### src/common/miniMips_settings.svh
`ifndef MINIMIPS_SETTINGS_SVH
`define MINIMIPS_SETTINGS_SVH

`define RESET_PC    32'h0000_3000

// Opcodes
`define OP_SPECIAL  6'h00
`define OP_J        6'h02
`define OP_BEQ      6'h04
`define OP_BNE      6'h05
`define OP_ADDIU    6'h09
`define OP_ORI      6'h0d
`define OP_LUI      6'h0f
`define OP_LW       6'h23
`define OP_SW       6'h2b

// R-type funct field
`define FN_SLL      6'h00
`define FN_ADDU     6'h21
`define FN_SUBU     6'h23
`define FN_AND      6'h24
`define FN_OR       6'h25
`define FN_SLT      6'h2a

// ALU operations
`define ALU_ADD     4'd0
`define ALU_SUB     4'd1
`define ALU_AND     4'd2
`define ALU_OR      4'd3
`define ALU_SLT     4'd4
`define ALU_SLL     4'd5
`define ALU_LUI     4'd6

`endif

### src/common/cpuPkg.sv
package cpuPkg;

    typedef logic [31:0] word_t;
    typedef logic [4:0]  regAddr_t;
    typedef logic [3:0]  aluOp_t;

    // Decode to execute
    typedef struct packed {
        logic        valid;
        word_t       pc;
        regAddr_t    rsAddr;
        regAddr_t    rtAddr;
        word_t       rsData;
        word_t       rtData;
        word_t       imm;
        logic [4:0]  shamt;
        aluOp_t      aluOp;
        logic        useImm;
        logic        isLoad;
        logic        isStore;
        logic        isBeq;
        logic        isBne;
        logic        isJump;
        logic [25:0] jumpTarget;
        logic        regWEn;
        regAddr_t    regWAddr;
    } decodedInstr_t;

    // Execute to result
    typedef struct packed {
        logic     valid;
        word_t    aluOut;
        word_t    storeData;
        logic     isLoad;
        logic     isStore;
        logic     regWEn;
        regAddr_t regWAddr;
    } execResult_t;

    // Register write and forwarding source
    typedef struct packed {
        logic     en;
        regAddr_t addr;
        word_t    data;
    } regWrite_t;

endpackage

### src/decode/regFile.sv
module regFile (
    input  wire               clk,
    input  wire               rstN,
    input  cpuPkg::regAddr_t  rsAddr,
    input  cpuPkg::regAddr_t  rtAddr,
    input  cpuPkg::regWrite_t write,
    output cpuPkg::word_t     rsData,
    output cpuPkg::word_t     rtData
);
    cpuPkg::word_t regs [32];

    always_ff @(posedge clk or negedge rstN) begin
        if (!rstN) begin
            for (int i = 0; i < 32; i++) begin
                regs[i] <= '0;
            end
        end else if (write.en && write.addr != '0) begin
            regs[write.addr] <= write.data;
        end
    end

    // Write-through so decode sees a retiring result
    assign rsData = (rsAddr == '0) ? '0 :
                    (write.en && write.addr == rsAddr) ? write.data : regs[rsAddr];
    assign rtData = (rtAddr == '0) ? '0 :
                    (write.en && write.addr == rtAddr) ? write.data : regs[rtAddr];

    // Register 0 is never a write target
    assert property (@(posedge clk) disable iff (!rstN) write.en |-> (write.addr != '0));

endmodule

### src/decode/decodeStage.sv
`include "miniMips_settings.svh"

module decodeStage (
    input  wire                   clk,
    input  wire                   rstN,
    input  cpuPkg::word_t         IData,
    input  wire                   IReady,
    input  wire                   memStall,
    input  wire                   redirect,
    input  cpuPkg::word_t         redirectPc,
    input  cpuPkg::word_t         rsData,
    input  cpuPkg::word_t         rtData,
    output cpuPkg::word_t         IAddr,
    output cpuPkg::regAddr_t      rsAddr,
    output cpuPkg::regAddr_t      rtAddr,
    output cpuPkg::decodedInstr_t decoded
);
    cpuPkg::word_t         pc;
    cpuPkg::word_t         instrWord;
    cpuPkg::word_t         instrPc;
    logic                  instrValid;
    logic [5:0]            opcode;
    logic [5:0]            funct;
    logic [15:0]           immField;
    cpuPkg::decodedInstr_t decodeNext;

    assign IAddr = pc;
    assign opcode = instrWord[31:26];
    assign funct = instrWord[5:0];
    assign immField = instrWord[15:0];
    assign rsAddr = instrWord[25:21];
    assign rtAddr = instrWord[20:16];

    // A missing IReady leaves a bubble
    always_ff @(posedge clk or negedge rstN) begin
        if (!rstN) begin
            pc <= `RESET_PC;
            instrValid <= 1'b0;
        end else if (!memStall) begin
            if (redirect) begin
                pc <= redirectPc;
                instrValid <= 1'b0;
            end else begin
                instrValid <= IReady;
                if (IReady) begin
                    pc <= pc + 32'd4;
                end
            end
        end
    end

    always_ff @(posedge clk) begin
        if (!memStall && !redirect && IReady) begin
            instrWord <= IData;
            instrPc <= pc;
        end
    end

    always_comb begin
        decodeNext = '0;
        decodeNext.valid = instrValid;
        decodeNext.pc = instrPc;
        decodeNext.rsAddr = rsAddr;
        decodeNext.rtAddr = rtAddr;
        decodeNext.rsData = rsData;
        decodeNext.rtData = rtData;
        decodeNext.imm = {{16{immField[15]}}, immField};
        decodeNext.shamt = instrWord[10:6];
        decodeNext.jumpTarget = instrWord[25:0];
        decodeNext.regWAddr = rtAddr;
        case (opcode)
            `OP_SPECIAL: begin
                decodeNext.regWAddr = instrWord[15:11];
                decodeNext.regWEn = 1'b1;
                case (funct)
                    `FN_ADDU: decodeNext.aluOp = `ALU_ADD;
                    `FN_SUBU: decodeNext.aluOp = `ALU_SUB;
                    `FN_AND:  decodeNext.aluOp = `ALU_AND;
                    `FN_OR:   decodeNext.aluOp = `ALU_OR;
                    `FN_SLT:  decodeNext.aluOp = `ALU_SLT;
                    `FN_SLL:  decodeNext.aluOp = `ALU_SLL;
                    default:  decodeNext.regWEn = 1'b0;
                endcase
            end
            `OP_ADDIU: begin
                decodeNext.aluOp = `ALU_ADD;
                decodeNext.useImm = 1'b1;
                decodeNext.regWEn = 1'b1;
            end
            `OP_ORI: begin
                decodeNext.aluOp = `ALU_OR;
                decodeNext.imm = {16'h0000, immField};
                decodeNext.useImm = 1'b1;
                decodeNext.regWEn = 1'b1;
            end
            `OP_LUI: begin
                decodeNext.aluOp = `ALU_LUI;
                decodeNext.imm = {16'h0000, immField};
                decodeNext.useImm = 1'b1;
                decodeNext.regWEn = 1'b1;
            end
            `OP_LW: begin
                decodeNext.aluOp = `ALU_ADD;
                decodeNext.useImm = 1'b1;
                decodeNext.isLoad = 1'b1;
                decodeNext.regWEn = 1'b1;
            end
            `OP_SW: begin
                decodeNext.aluOp = `ALU_ADD;
                decodeNext.useImm = 1'b1;
                decodeNext.isStore = 1'b1;
            end
            `OP_BEQ: decodeNext.isBeq = 1'b1;
            `OP_BNE: decodeNext.isBne = 1'b1;
            `OP_J:   decodeNext.isJump = 1'b1;
            // Unknown opcodes run as a nop
            default: decodeNext.regWEn = 1'b0;
        endcase
    end

    always_ff @(posedge clk or negedge rstN) begin
        if (!rstN) begin
            decoded <= '0;
        end else if (!memStall) begin
            if (redirect) begin
                decoded <= '0;
            end else begin
                decoded <= decodeNext;
            end
        end
    end

    // Both younger slots are squashed after a redirect
    assert property (@(posedge clk) disable iff (!rstN)
        ($past(redirect && !memStall) || $past(redirect && !memStall, 2))
        |-> !decoded.valid);

endmodule

### src/hdl/executeStage.sv
`include "miniMips_settings.svh"

module executeStage (
    input  wire                   clk,
    input  wire                   rstN,
    input  cpuPkg::decodedInstr_t decoded,
    input  cpuPkg::regWrite_t     forward,
    input  wire                   memStall,
    output logic                  redirect,
    output cpuPkg::word_t         redirectPc,
    output cpuPkg::execResult_t   result
);
    cpuPkg::word_t       opA;
    cpuPkg::word_t       rtVal;
    cpuPkg::word_t       opB;
    cpuPkg::word_t       aluOut;
    cpuPkg::word_t       seqPc;
    cpuPkg::word_t       branchPc;
    logic                operandsEqual;
    cpuPkg::execResult_t resultNext;

    // Result stage forwarding
    assign opA = (forward.en && forward.addr == decoded.rsAddr) ? forward.data : decoded.rsData;
    assign rtVal = (forward.en && forward.addr == decoded.rtAddr) ? forward.data : decoded.rtData;
    assign opB = decoded.useImm ? decoded.imm : rtVal;

    always_comb begin
        case (decoded.aluOp)
            `ALU_ADD: aluOut = opA + opB;
            `ALU_SUB: aluOut = opA - opB;
            `ALU_AND: aluOut = opA & opB;
            `ALU_OR:  aluOut = opA | opB;
            `ALU_SLT: aluOut = {31'b0, $signed(opA) < $signed(opB)};
            `ALU_SLL: aluOut = opB << decoded.shamt;
            `ALU_LUI: aluOut = {opB[15:0], 16'h0000};
            default:  aluOut = opA + opB;
        endcase
    end

    // Branch resolution without delay slot
    assign seqPc = decoded.pc + 32'd4;
    assign branchPc = seqPc + {decoded.imm[29:0], 2'b00};
    assign operandsEqual = (opA == rtVal);
    assign redirect = decoded.valid && (decoded.isJump ||
                      (decoded.isBeq && operandsEqual) ||
                      (decoded.isBne && !operandsEqual));
    assign redirectPc = decoded.isJump ? {seqPc[31:28], decoded.jumpTarget, 2'b00} : branchPc;

    always_comb begin
        resultNext.valid = decoded.valid;
        resultNext.aluOut = aluOut;
        resultNext.storeData = rtVal;
        resultNext.isLoad = decoded.isLoad;
        resultNext.isStore = decoded.isStore;
        resultNext.regWEn = decoded.regWEn;
        resultNext.regWAddr = decoded.regWAddr;
    end

    always_ff @(posedge clk or negedge rstN) begin
        if (!rstN) begin
            result <= '0;
        end else if (!memStall) begin
            result <= resultNext;
        end
    end

    // A branch or jump neither writes a register nor stores
    assert property (@(posedge clk) disable iff (!rstN)
        redirect |-> (!decoded.regWEn && !decoded.isStore));

endmodule

### src/hdl/resultStage.sv
module resultStage (
    input  cpuPkg::execResult_t result,
    input  cpuPkg::word_t       DRData,
    input  wire                 DReady,
    output cpuPkg::word_t       DAddr,
    output cpuPkg::word_t       DWData,
    output logic                DREn,
    output logic                DWEn,
    output logic                memStall,
    output cpuPkg::regWrite_t   write
);
    logic memAccess;
    logic retire;

    assign DREn = result.valid && result.isLoad;
    assign DWEn = result.valid && result.isStore;
    assign DAddr = result.aluOut;
    assign DWData = result.storeData;

    // Hold the whole pipe until the data port answers
    assign memAccess = DREn || DWEn;
    assign memStall = memAccess && !DReady;
    assign retire = result.valid && !memStall;

    always_comb begin
        write.en = retire && result.regWEn && (result.regWAddr != '0);
        write.addr = result.regWAddr;
        write.data = result.isLoad ? DRData : result.aluOut;
    end

    // Load and store flags come from disjoint opcodes in decode
    always_comb begin
        assert (!(DREn && DWEn)) else $error("data read and write requested together");
    end

endmodule

### src/hdl/cpuCore.sv
module cpuCore (
    input  wire           clk,
    input  wire           rstN,
    output cpuPkg::word_t IAddr,
    input  cpuPkg::word_t IData,
    input  wire           IReady,
    output cpuPkg::word_t DAddr,
    output logic          DREn,
    output logic          DWEn,
    output cpuPkg::word_t DWData,
    input  cpuPkg::word_t DRData,
    input  wire           DReady
);
    cpuPkg::decodedInstr_t decoded;
    cpuPkg::execResult_t   result;
    cpuPkg::regWrite_t     write;
    cpuPkg::regAddr_t      rsAddr;
    cpuPkg::regAddr_t      rtAddr;
    cpuPkg::word_t         rsData;
    cpuPkg::word_t         rtData;
    cpuPkg::word_t         redirectPc;
    logic                  redirect;
    logic                  memStall;

    decodeStage d (
        .clk(clk), .rstN(rstN),
        .IData(IData), .IReady(IReady), .IAddr(IAddr),
        .memStall(memStall), .redirect(redirect), .redirectPc(redirectPc),
        .rsAddr(rsAddr), .rtAddr(rtAddr), .rsData(rsData), .rtData(rtData),
        .decoded(decoded)
    );

    regFile grf (
        .clk(clk), .rstN(rstN),
        .rsAddr(rsAddr), .rtAddr(rtAddr), .write(write),
        .rsData(rsData), .rtData(rtData)
    );

    executeStage e (
        .clk(clk), .rstN(rstN),
        .decoded(decoded), .forward(write), .memStall(memStall),
        .redirect(redirect), .redirectPc(redirectPc), .result(result)
    );

    resultStage r (
        .result(result), .DRData(DRData), .DReady(DReady),
        .DAddr(DAddr), .DWData(DWData), .DREn(DREn), .DWEn(DWEn),
        .memStall(memStall), .write(write)
    );

endmodule

### config.mk
export PLATFORM = sky130hd
export DESIGN_NAME = cpuCore
export DESIGN_NICKNAME = d
export VERILOG_FILES = /design/src/common/cpuPkg.sv /design/src/decode/regFile.sv /design/src/decode/decodeStage.sv /design/src/hdl/executeStage.sv /design/src/hdl/resultStage.sv /design/src/hdl/cpuCore.sv
export VERILOG_INCLUDE_DIRS = /design/src /design/src/common
export SDC_FILE = /design/constraint.sdc
export NUM_CORES = 2
export LEC_CHECK = 0
export BUFFER_PORTS_ARGS = -buffer_cell sky130_fd_sc_hd__buf_2
export CORE_AREA = 2 2 398 400
export CTS_CLUSTER_DIAMETER = 50
export DETAILED_ROUTE_END_ITERATION = 7
export DIE_AREA = 0 0 400 402
export PLACE_DENSITY_LB_ADDON = 0.1
export SYNTH_ARGS = -nofsm -noshare
export SYNTH_HDL_FRONTEND = slang
export SYNTH_SLANG_ARGS = --single-unit
### constraint.sdc
create_clock -name clk -period 9.3 [get_ports clk]
set_input_delay 0.93 -clock clk [delete_from_list [all_inputs] [get_ports clk]]
set_output_delay 0.93 -clock clk [all_outputs]
set_load 0.01 [all_outputs]
Word level (Yosys, flattened, before mapping)
Cells that the tools add are included.
{"block": "word_totals", "ff_bits": 1380, "in_bits": 68, "latchBits": 0, "rom_bits": 0, "memories": 0, "mem_bits_rw": 0}
{"block": "op_classes", "n_mux": 35, "eq_ne": 24, "addsub": 5, "div": 0, "n_bitwise": 6, "n_shift": 1, "n_mul": 0, "n_reduce_logical": 35, "n_lt_le_gt_ge": 5}
{"cell": "bitwise mux 1024 bit", "n": 1}
{"cell": "2-to-1 mux 32 bit", "n": 17}
{"cell": "binary-select mux 32 bit (select 5 bit)", "n": 2}
{"cell": "one-hot mux 32 bit (6 select lines)", "n": 1}
{"cell": "2-to-1 mux 186 bit", "n": 1}
{"cell": "demux 32 bit (select 5 bit)", "n": 1}
{"cell": "adder 32 x 3 -> 32 bit (second input constant)", "n": 2}
{"cell": "adder 32 bit", "n": 2}
{"cell": "equality test 6 bit (second input constant)", "n": 7}
{"cell": "AND 32 bit", "n": 1}
{"cell": "equality test 32 bit", "n": 1}
{"cell": "< comparator 32 bit", "n": 1}
{"cell": "bitwise OR 32 bit", "n": 1}
{"cell": "left shift 32 x 5 -> 32 bit", "n": 1}
{"cell": "subtractor 32 bit", "n": 1}
{"cell": "equality test 5 bit", "n": 4}
{"cell": "equality test 6 x 4 -> 1 bit (second input constant)", "n": 3}
{"cell": ">= comparator 6 bit (second input constant)", "n": 3}
{"cell": "NOT 5 -> 6 bit", "n": 3}
{"cell": "logical AND 1 bit", "n": 17}
{"cell": "one-hot mux 3 bit (5 select lines)", "n": 1}
{"cell": "equality test 4 x 3 -> 1 bit (second input constant)", "n": 3}
{"cell": "equality test 6 x 3 -> 1 bit (second input constant)", "n": 2}
{"cell": "zero test 6 bit", "n": 2}
{"cell": "19 further kinds", "n": 33}

Logic depth before layout (Yosys ltp)
{"block": "logic_depth", "ltp_word": 17, "depth_mapped": 23, "ltp_nobuf": 20}

Cells and area by module
A second synthesis with hierarchy kept.
{"block": "unflattened", "hier_cells": 6718, "area_unflattened_um2": 79463.7}
{"mod": "regFile", "area_each_um2": 54826.3, "n_inst": 1, "seq_area_each_um2": 25624.6, "cells_per_inst": 3815}
{"mod": "executeStage", "area_each_um2": 13661.9, "n_inst": 1, "seq_area_each_um2": 1826.8, "cells_per_inst": 1816}
{"mod": "decodeStage", "area_each_um2": 10029.6, "n_inst": 1, "seq_area_each_um2": 6228.5, "cells_per_inst": 975}
{"mod": "resultStage", "area_each_um2": 945.9, "n_inst": 1, "seq_area_each_um2": 0.0, "cells_per_inst": 112}

Least setup slack after synthesis
No wires, ideal clock.
{"block": "synth_timing", "path_type": "in2reg", "from": "input port DReady", "to": "register d.instrPc[0], enable pin", "setup_time_ps": 489, "slack_ps": 2796, "path_stages": 13, "arrival_time_ps": 6015, "path_cell_list": "o21bai_2 -> o311a_1 -> buf_6 -> a31oi_1 -> nor2_1 -> inv_2 -> a22o_1 -> or4_1 -> o21ai_2 -> a31o_2 -> a31oi_1 -> buf_4 -> nor2_1"}
{"block": "synth_via", "elab_chain_len": 16, "elab_cells_between_ends": 20, "classes_between": "eq/ne (1); mux (2); reduce/logical (17)"}
{"item": "from (decl)", "line_no": "cpuCore.sv:12", "text": "input wire DReady"}
{"item": "zero test 1 bit *", "line_no": "resultStage.sv:22", "text": "assign memStall = memAccess && !DReady;"}
{"item": "logical AND 1 bit *", "line_no": "resultStage.sv:22"}
{"item": "zero test 1 bit *", "line_no": "decodeStage.sv:53, resultStage.sv:23"}
{"item": "logical AND 1 bit", "line_no": "resultStage.sv:23", "text": "assign retire = result.valid && !memStall;"}
{"item": "logical AND 1 bit (2 in series)", "line_no": "resultStage.sv:26", "text": "write.en = retire && result.regWEn && (result.regWAddr != '0);"}
{"item": "logical AND 1 bit, on equally long branches", "line_no": "executeStage.sv:23, executeStage.sv:24"}
{"item": "2-to-1 mux 32 bit, on equally long branches", "line_no": "executeStage.sv:23, executeStage.sv:24"}
{"item": "equality test 32 bit", "line_no": "executeStage.sv:43", "text": "assign operandsEqual = (opA == rtVal);"}
{"item": "logical AND 1 bit / zero test 1 bit (equally long branches)", "line_no": "executeStage.sv:45, executeStage.sv:46"}
{"item": "logical OR 1 bit / logical AND 1 bit (equally long branches)", "line_no": "executeStage.sv:44, executeStage.sv:46"}
{"item": "logical OR 1 bit", "line_no": "executeStage.sv:45", "text": "(decoded.isBeq && operandsEqual) ||"}
{"item": "logical AND 1 bit", "line_no": "executeStage.sv:44", "text": "assign redirect = decoded.valid && (decoded.isJump ||"}
{"item": "zero test 1 bit", "line_no": "decodeStage.sv:53", "text": "if (!memStall && !redirect && IReady) begin"}
{"item": "logical AND 1 bit * (2 in series)", "line_no": "decodeStage.sv:53"}
{"item": "to (signal assigned)", "line_no": "decodeStage.sv:55", "text": "instrPc <= pc;"}
{"item": "to (decl)", "line_no": "decodeStage.sv:20", "text": "cpuPkg::word_t instrPc;"}
Mark *: on every way between the ends. The rest lies on a longest branch, timed or not.
A chain may end at the register's enable or synchronous reset.

Worst setup path in the final report
{"block": "layout_timing", "from": "register e.result[7] (netlist name)", "to": "register e.result[69] (netlist name)"}
{"block": "layout_via", "elab_chain_len": 12, "elab_cells_between_ends": 19, "classes_between": "add/sub (2); shift (1); mux (5); bitwise (2); reduce/logical (9)"}
{"item": "logical AND 1 bit", "line_no": "resultStage.sv:15", "text": "assign DREn = result.valid && result.isLoad;"}
{"item": "logical OR 1 bit", "line_no": "resultStage.sv:21", "text": "assign memAccess = DREn || DWEn;"}
{"item": "logical AND 1 bit", "line_no": "resultStage.sv:22"}
{"item": "zero test 1 bit", "line_no": "resultStage.sv:23"}
{"item": "logical AND 1 bit", "line_no": "resultStage.sv:23"}
{"item": "logical AND 1 bit (2 in series)", "line_no": "resultStage.sv:26"}
{"item": "logical AND 1 bit", "line_no": "executeStage.sv:24", "text": "assign rtVal = (forward.en && forward.addr == decoded.rtAddr) ? forward.data : decoded.rtData;"}
{"item": "2-to-1 mux 32 bit", "line_no": "executeStage.sv:24"}
{"item": "2-to-1 mux 32 bit", "line_no": "executeStage.sv:25", "text": "assign opB = decoded.useImm ? decoded.imm : rtVal;"}
{"item": "adder 32 bit (tied with other cells)", "line_no": "executeStage.sv:29, executeStage.sv:36"}
{"item": "one-hot mux 32 bit (6 select lines)", "line_no": "executeStage.sv:28", "text": "case (decoded.aluOp)"}
Several ways; a longest one is shown, not always the timed one.

==> flow_metrics.env <==
export IMPL_crit_top_cell="o21ai_0"
export IMPL_yosys_area_share_adder_pct=2.161
export IMPL_layout_drive_gt1_share_pct=20.83
export IMPL_fin_crit_ps=6988
export IMPL_r2r_cells=18
export IMPL_yosysSeqAreaShare_pct=44.14
export IMPL_switchingPower_uw=5055
export IMPL_syn_to_final_growth_pct=10.78
export IMPL_total_leakage_power_uw=0.03616
export IMPL_synth_top_cell_by_area="dfrtp_1"
export IMPL_die_area_um2=160800
export IMPL_ys_ff_latch=1333
export IMPL_synth_fp_nets=7349
export IMPL_insertion_delay_ps=810
export IMPL_viasPerCell=6.423
export IMPL_cp_slowest_cell="nor3_4"
export IMPL_post_cts_buffers=0
export IMPL_worstMarginPinSlew_ps=1381
export IMPL_clkPwrFrac_pct=41.4
export IMPL_synth_warnings=0
export IMPL_fin_crit_sh_pct=75.14
export IMPL_fin_worst_skew_ps=25.76
export IMPL_grt_pass1_wl_mm=395.6
export IMPL_mostFrequentLayoutCells="dfrtp_1 (1260), a21oi_1 (899), nor2_1 (884)"
export IMPL_slew_violations=0
export IMPL_num_rows=146
export IMPL_grtUsageTotal_pct=33.46
export IMPL_grt_pass1_vias=57230
export IMPL_vias=58464
export IMPL_fin_setup_tns_ps=0
export IMPL_yosys_area_share_simple_pct=10.25
export IMPL_drtIter0Drc=6132
export IMPL_wire_per_inst_um=29.35
export IMPL_rsz0062_at_grt="false"
export IMPL_cts_resized=0
export IMPL_async_flop_share_pct=95.20
export IMPL_cts_hold_buffers=0
export IMPL_synth_edf_count=64
export IMPL_yosys_most_used_dff="dfrtp_1"
export IMPL_overflow=0
export IMPL_clk_pin_slew_ps=60
export IMPL_required_ps=10010
export IMPL_max_stage_delay_ps=1020
export IMPL_p_seq_share_pct=40.0
export IMPL_synth_xor_area_share_pct=1.917
export IMPL_relSlewSlack_pct=5.994
export IMPL_mostFrequentLayoutCell="dfrtp_1"
export IMPL_crit_type="reg2reg"
export IMPL_maxCapViolCount=0
export IMPL_power_frac_comb_pct=18.5
export IMPL_synth_top_family_by_area="multiplexers"
export IMPL_status="complete, no violations"
export IMPL_timing_hold_violations_final=0
export IMPL_nNetsFinal=7083
export IMPL_synth_top_area_share_pct=41.55
export IMPL_die_w_um=400
export IMPL_place_gp_congestion=0.9995
export IMPL_cts_buffer_depth=3
export IMPL_start_util_pct=48.57
export IMPL_synthDistinctLibCells=93
export IMPL_synth_compound_area_share_pct=14.78
export IMPL_ys_top_cells_by_area="dfrtp_1 (42%), mux4_2 (19%), a21oi_1 (5.9%), nor2_1 (4.4%), o21ai_0 (3.4%)"
export IMPL_min_path_type="in2async"
export IMPL_cts_buffers=169
export IMPL_crit_path_start_kind="flip-flop"
export IMPL_postPlaceCellArea_um2=78590
export IMPL_postRouteAntennaNets=0
export IMPL_firstDrtPassIters=6
export IMPL_coreArea_um2=157100
export IMPL_grt_max_degree=176
export IMPL_syn_area_per_cell_um2=10.67
export IMPL_ir_drop_v=0.0002259
export IMPL_die_height_um=402
export IMPL_setup_viol=0
export IMPL_ios=166
export IMPL_synth_mux_area_fraction_pct=21.93
export IMPL_worst_ep_arrival_time_ps=7690
export IMPL_cp_end_kind="flip-flop"
export IMPL_switching_share_pct=30.20
export IMPL_cp_max_fo=28
export IMPL_cts_root_buf="clkbuf_16"
export IMPL_design_area_um2=84540
export IMPL_cp_cell_sequence="o21bai_2, o311ai_4, buf_4, nor3_4, buf_4, nor2_1, a21oi_1, ha_1, inv_1, a21oi_1, o21ai_0, o31ai_1, o31a_1, o21ai_0, a41o_1, a2111oi_0, o21ai_0, a31oi_1"
export IMPL_place_hpwl_mm=163.8
export IMPL_wirelength_mm=267.2
export IMPL_h_tree_depth=4
export IMPL_power_internal_uw=11680
export IMPL_antenna_found_initial=6
export IMPL_cts_tree="built"
export IMPL_port_buffers=165
export IMPL_fmax_mhz=143.1
export IMPL_drc=0
export IMPL_syn_inst=7151
export IMPL_syn_cell_area_um2=76310
export IMPL_p_per_area_nw_per_um2=198.0
export IMPL_cts_sinks=1333
-- power by group through the flow --
stage	Clock, µW	Sequential (µW)	Combinational [µW]
finish	6930	6700	3100
global route	7280	6750	3350
CTS	7020	6690	3080
detailed placement	0	6790	3060
global placement	0	6780	3040
floorplan	0	6620	2090
-- cell type report --
| class | count | area [µm²] |
|---|---|---|
| Multi-Input combinational cell | 4927 | 39650 |
| Sequential cell | 1333 | 33690 |
| Inverter | 139 | 521.8 |
| Antenna cell | 1 | 2.502 |
| Fill cell | 13726 | 72560 |
| Clock inverter | 80 | 955.9 |
| Timing Repair Buffer | 315 | 2130 |
| Clock buffer | 235 | 4990 |
| Tap cell | 2072 | 2592 |
-- critical path: cells and delay by family, from the launching register on --
family          cells  cell delay, ps
buf+inv             3             810
flops               1             780
fa+ha+maj           1             400
compound gates     12            3800
simple gates        2            1100
-- cell families (layout without fill, tap and decap cells) --
group,Yosys count,after routing
flip-flops,1333,1333
multiplexers,847,847
AND/OR/NAND/NOR,1853,1853
XOR/XNOR,167,167
other,0,1
AO/OA/AOI/OAI,1930,1930
adder cells (fa/ha/maj),130,130
buffers and inverters,891,769
-- worst paths after layout --
path | from | endpoint | slack (ps)
max | e.result[7] | e.result[69] | 2310
min | rstN | e.result[59] | 30
max reg2reg | e.result[7] | e.result[69] | 2310
min reg2reg | grf.regs[1021] | grf.regs[1021] | 390
max in group asynchronous | rstN | grf.regs[797] | 6740
min in group clk | IData[18] | d.instrWord[18] | 300
-- metrics by stage --
stage          instances  utilization, %  total power (µW)  setup slack, ps  hold WS [ps]
2_1_floorplan       7151               -              8714             2796         431.1
3_3_place_gp        8786           50.02              9820             2550         376.3
3_5_place_dp        8786           50.02              9854             2481         383.3
4_1_cts             9101           53.81             16790             2434         110.5
5_1_grt             9102           53.81             17370             1910         114.5
6_report            9102           53.81             16740             2312         34.89
-- per-layer routing --
| metal | vias up | track usage [%] | part of all wire, % |
|---|---|---|---|
| met1 | 29728 | 46.96 | 41 |
| met4 | 4 | 14.08 | 4.8 |
| met3 | 599 | 6.426 | 8.0 |
| met2 | 2538 | 51.13 | 46 |
| met5 | - | 0 | 0.012 |
| li1 | 25595 | - | - |
-- cells in the mapped netlist (10+ instances only) --
cell         n
a211o_1     10
a211oi_1    18
a21o_1      29
a21oi_1    899
a221o_1     10
a221oi_1    17
a22o_1     126
a311oi_1    10
a31oi_1     50
and2_1      14
and3_1      38
and4_1      23
buf_1       68
buf_2       21
buf_4       68
clkbuf_1   588
dfrtp_1   1267
edfxtp_1    64
ha_1       127
inv_1      134
mux2_2      89
mux2i_1    102
mux4_2     649
nand2_1    598
nand2b_1    20
nand3_1     62
nand4_1     19
nor2_1     903
nor2b_1     22
nor3_1      56
nor4_1      38
o211ai_1    26
o21a_1      11
o21ai_0    519
o21bai_1    20
o221ai_1    12
o22a_1      11
o22ai_1     25
o31ai_1     56
or2_2       11
or3_1       14
or4_1       10
xnor2_1    120
xor2_1      47
-- sequential cells by signal (all words and copies together) (netlist names) --
name and count:
d.IAddr 32, d.instrValid 1, d.decoded 139, d.instrPc 32, e.result 73, d.instrWord 32
grf.regs 1024
No activity file was read; power rests on OpenSTA's default activity.
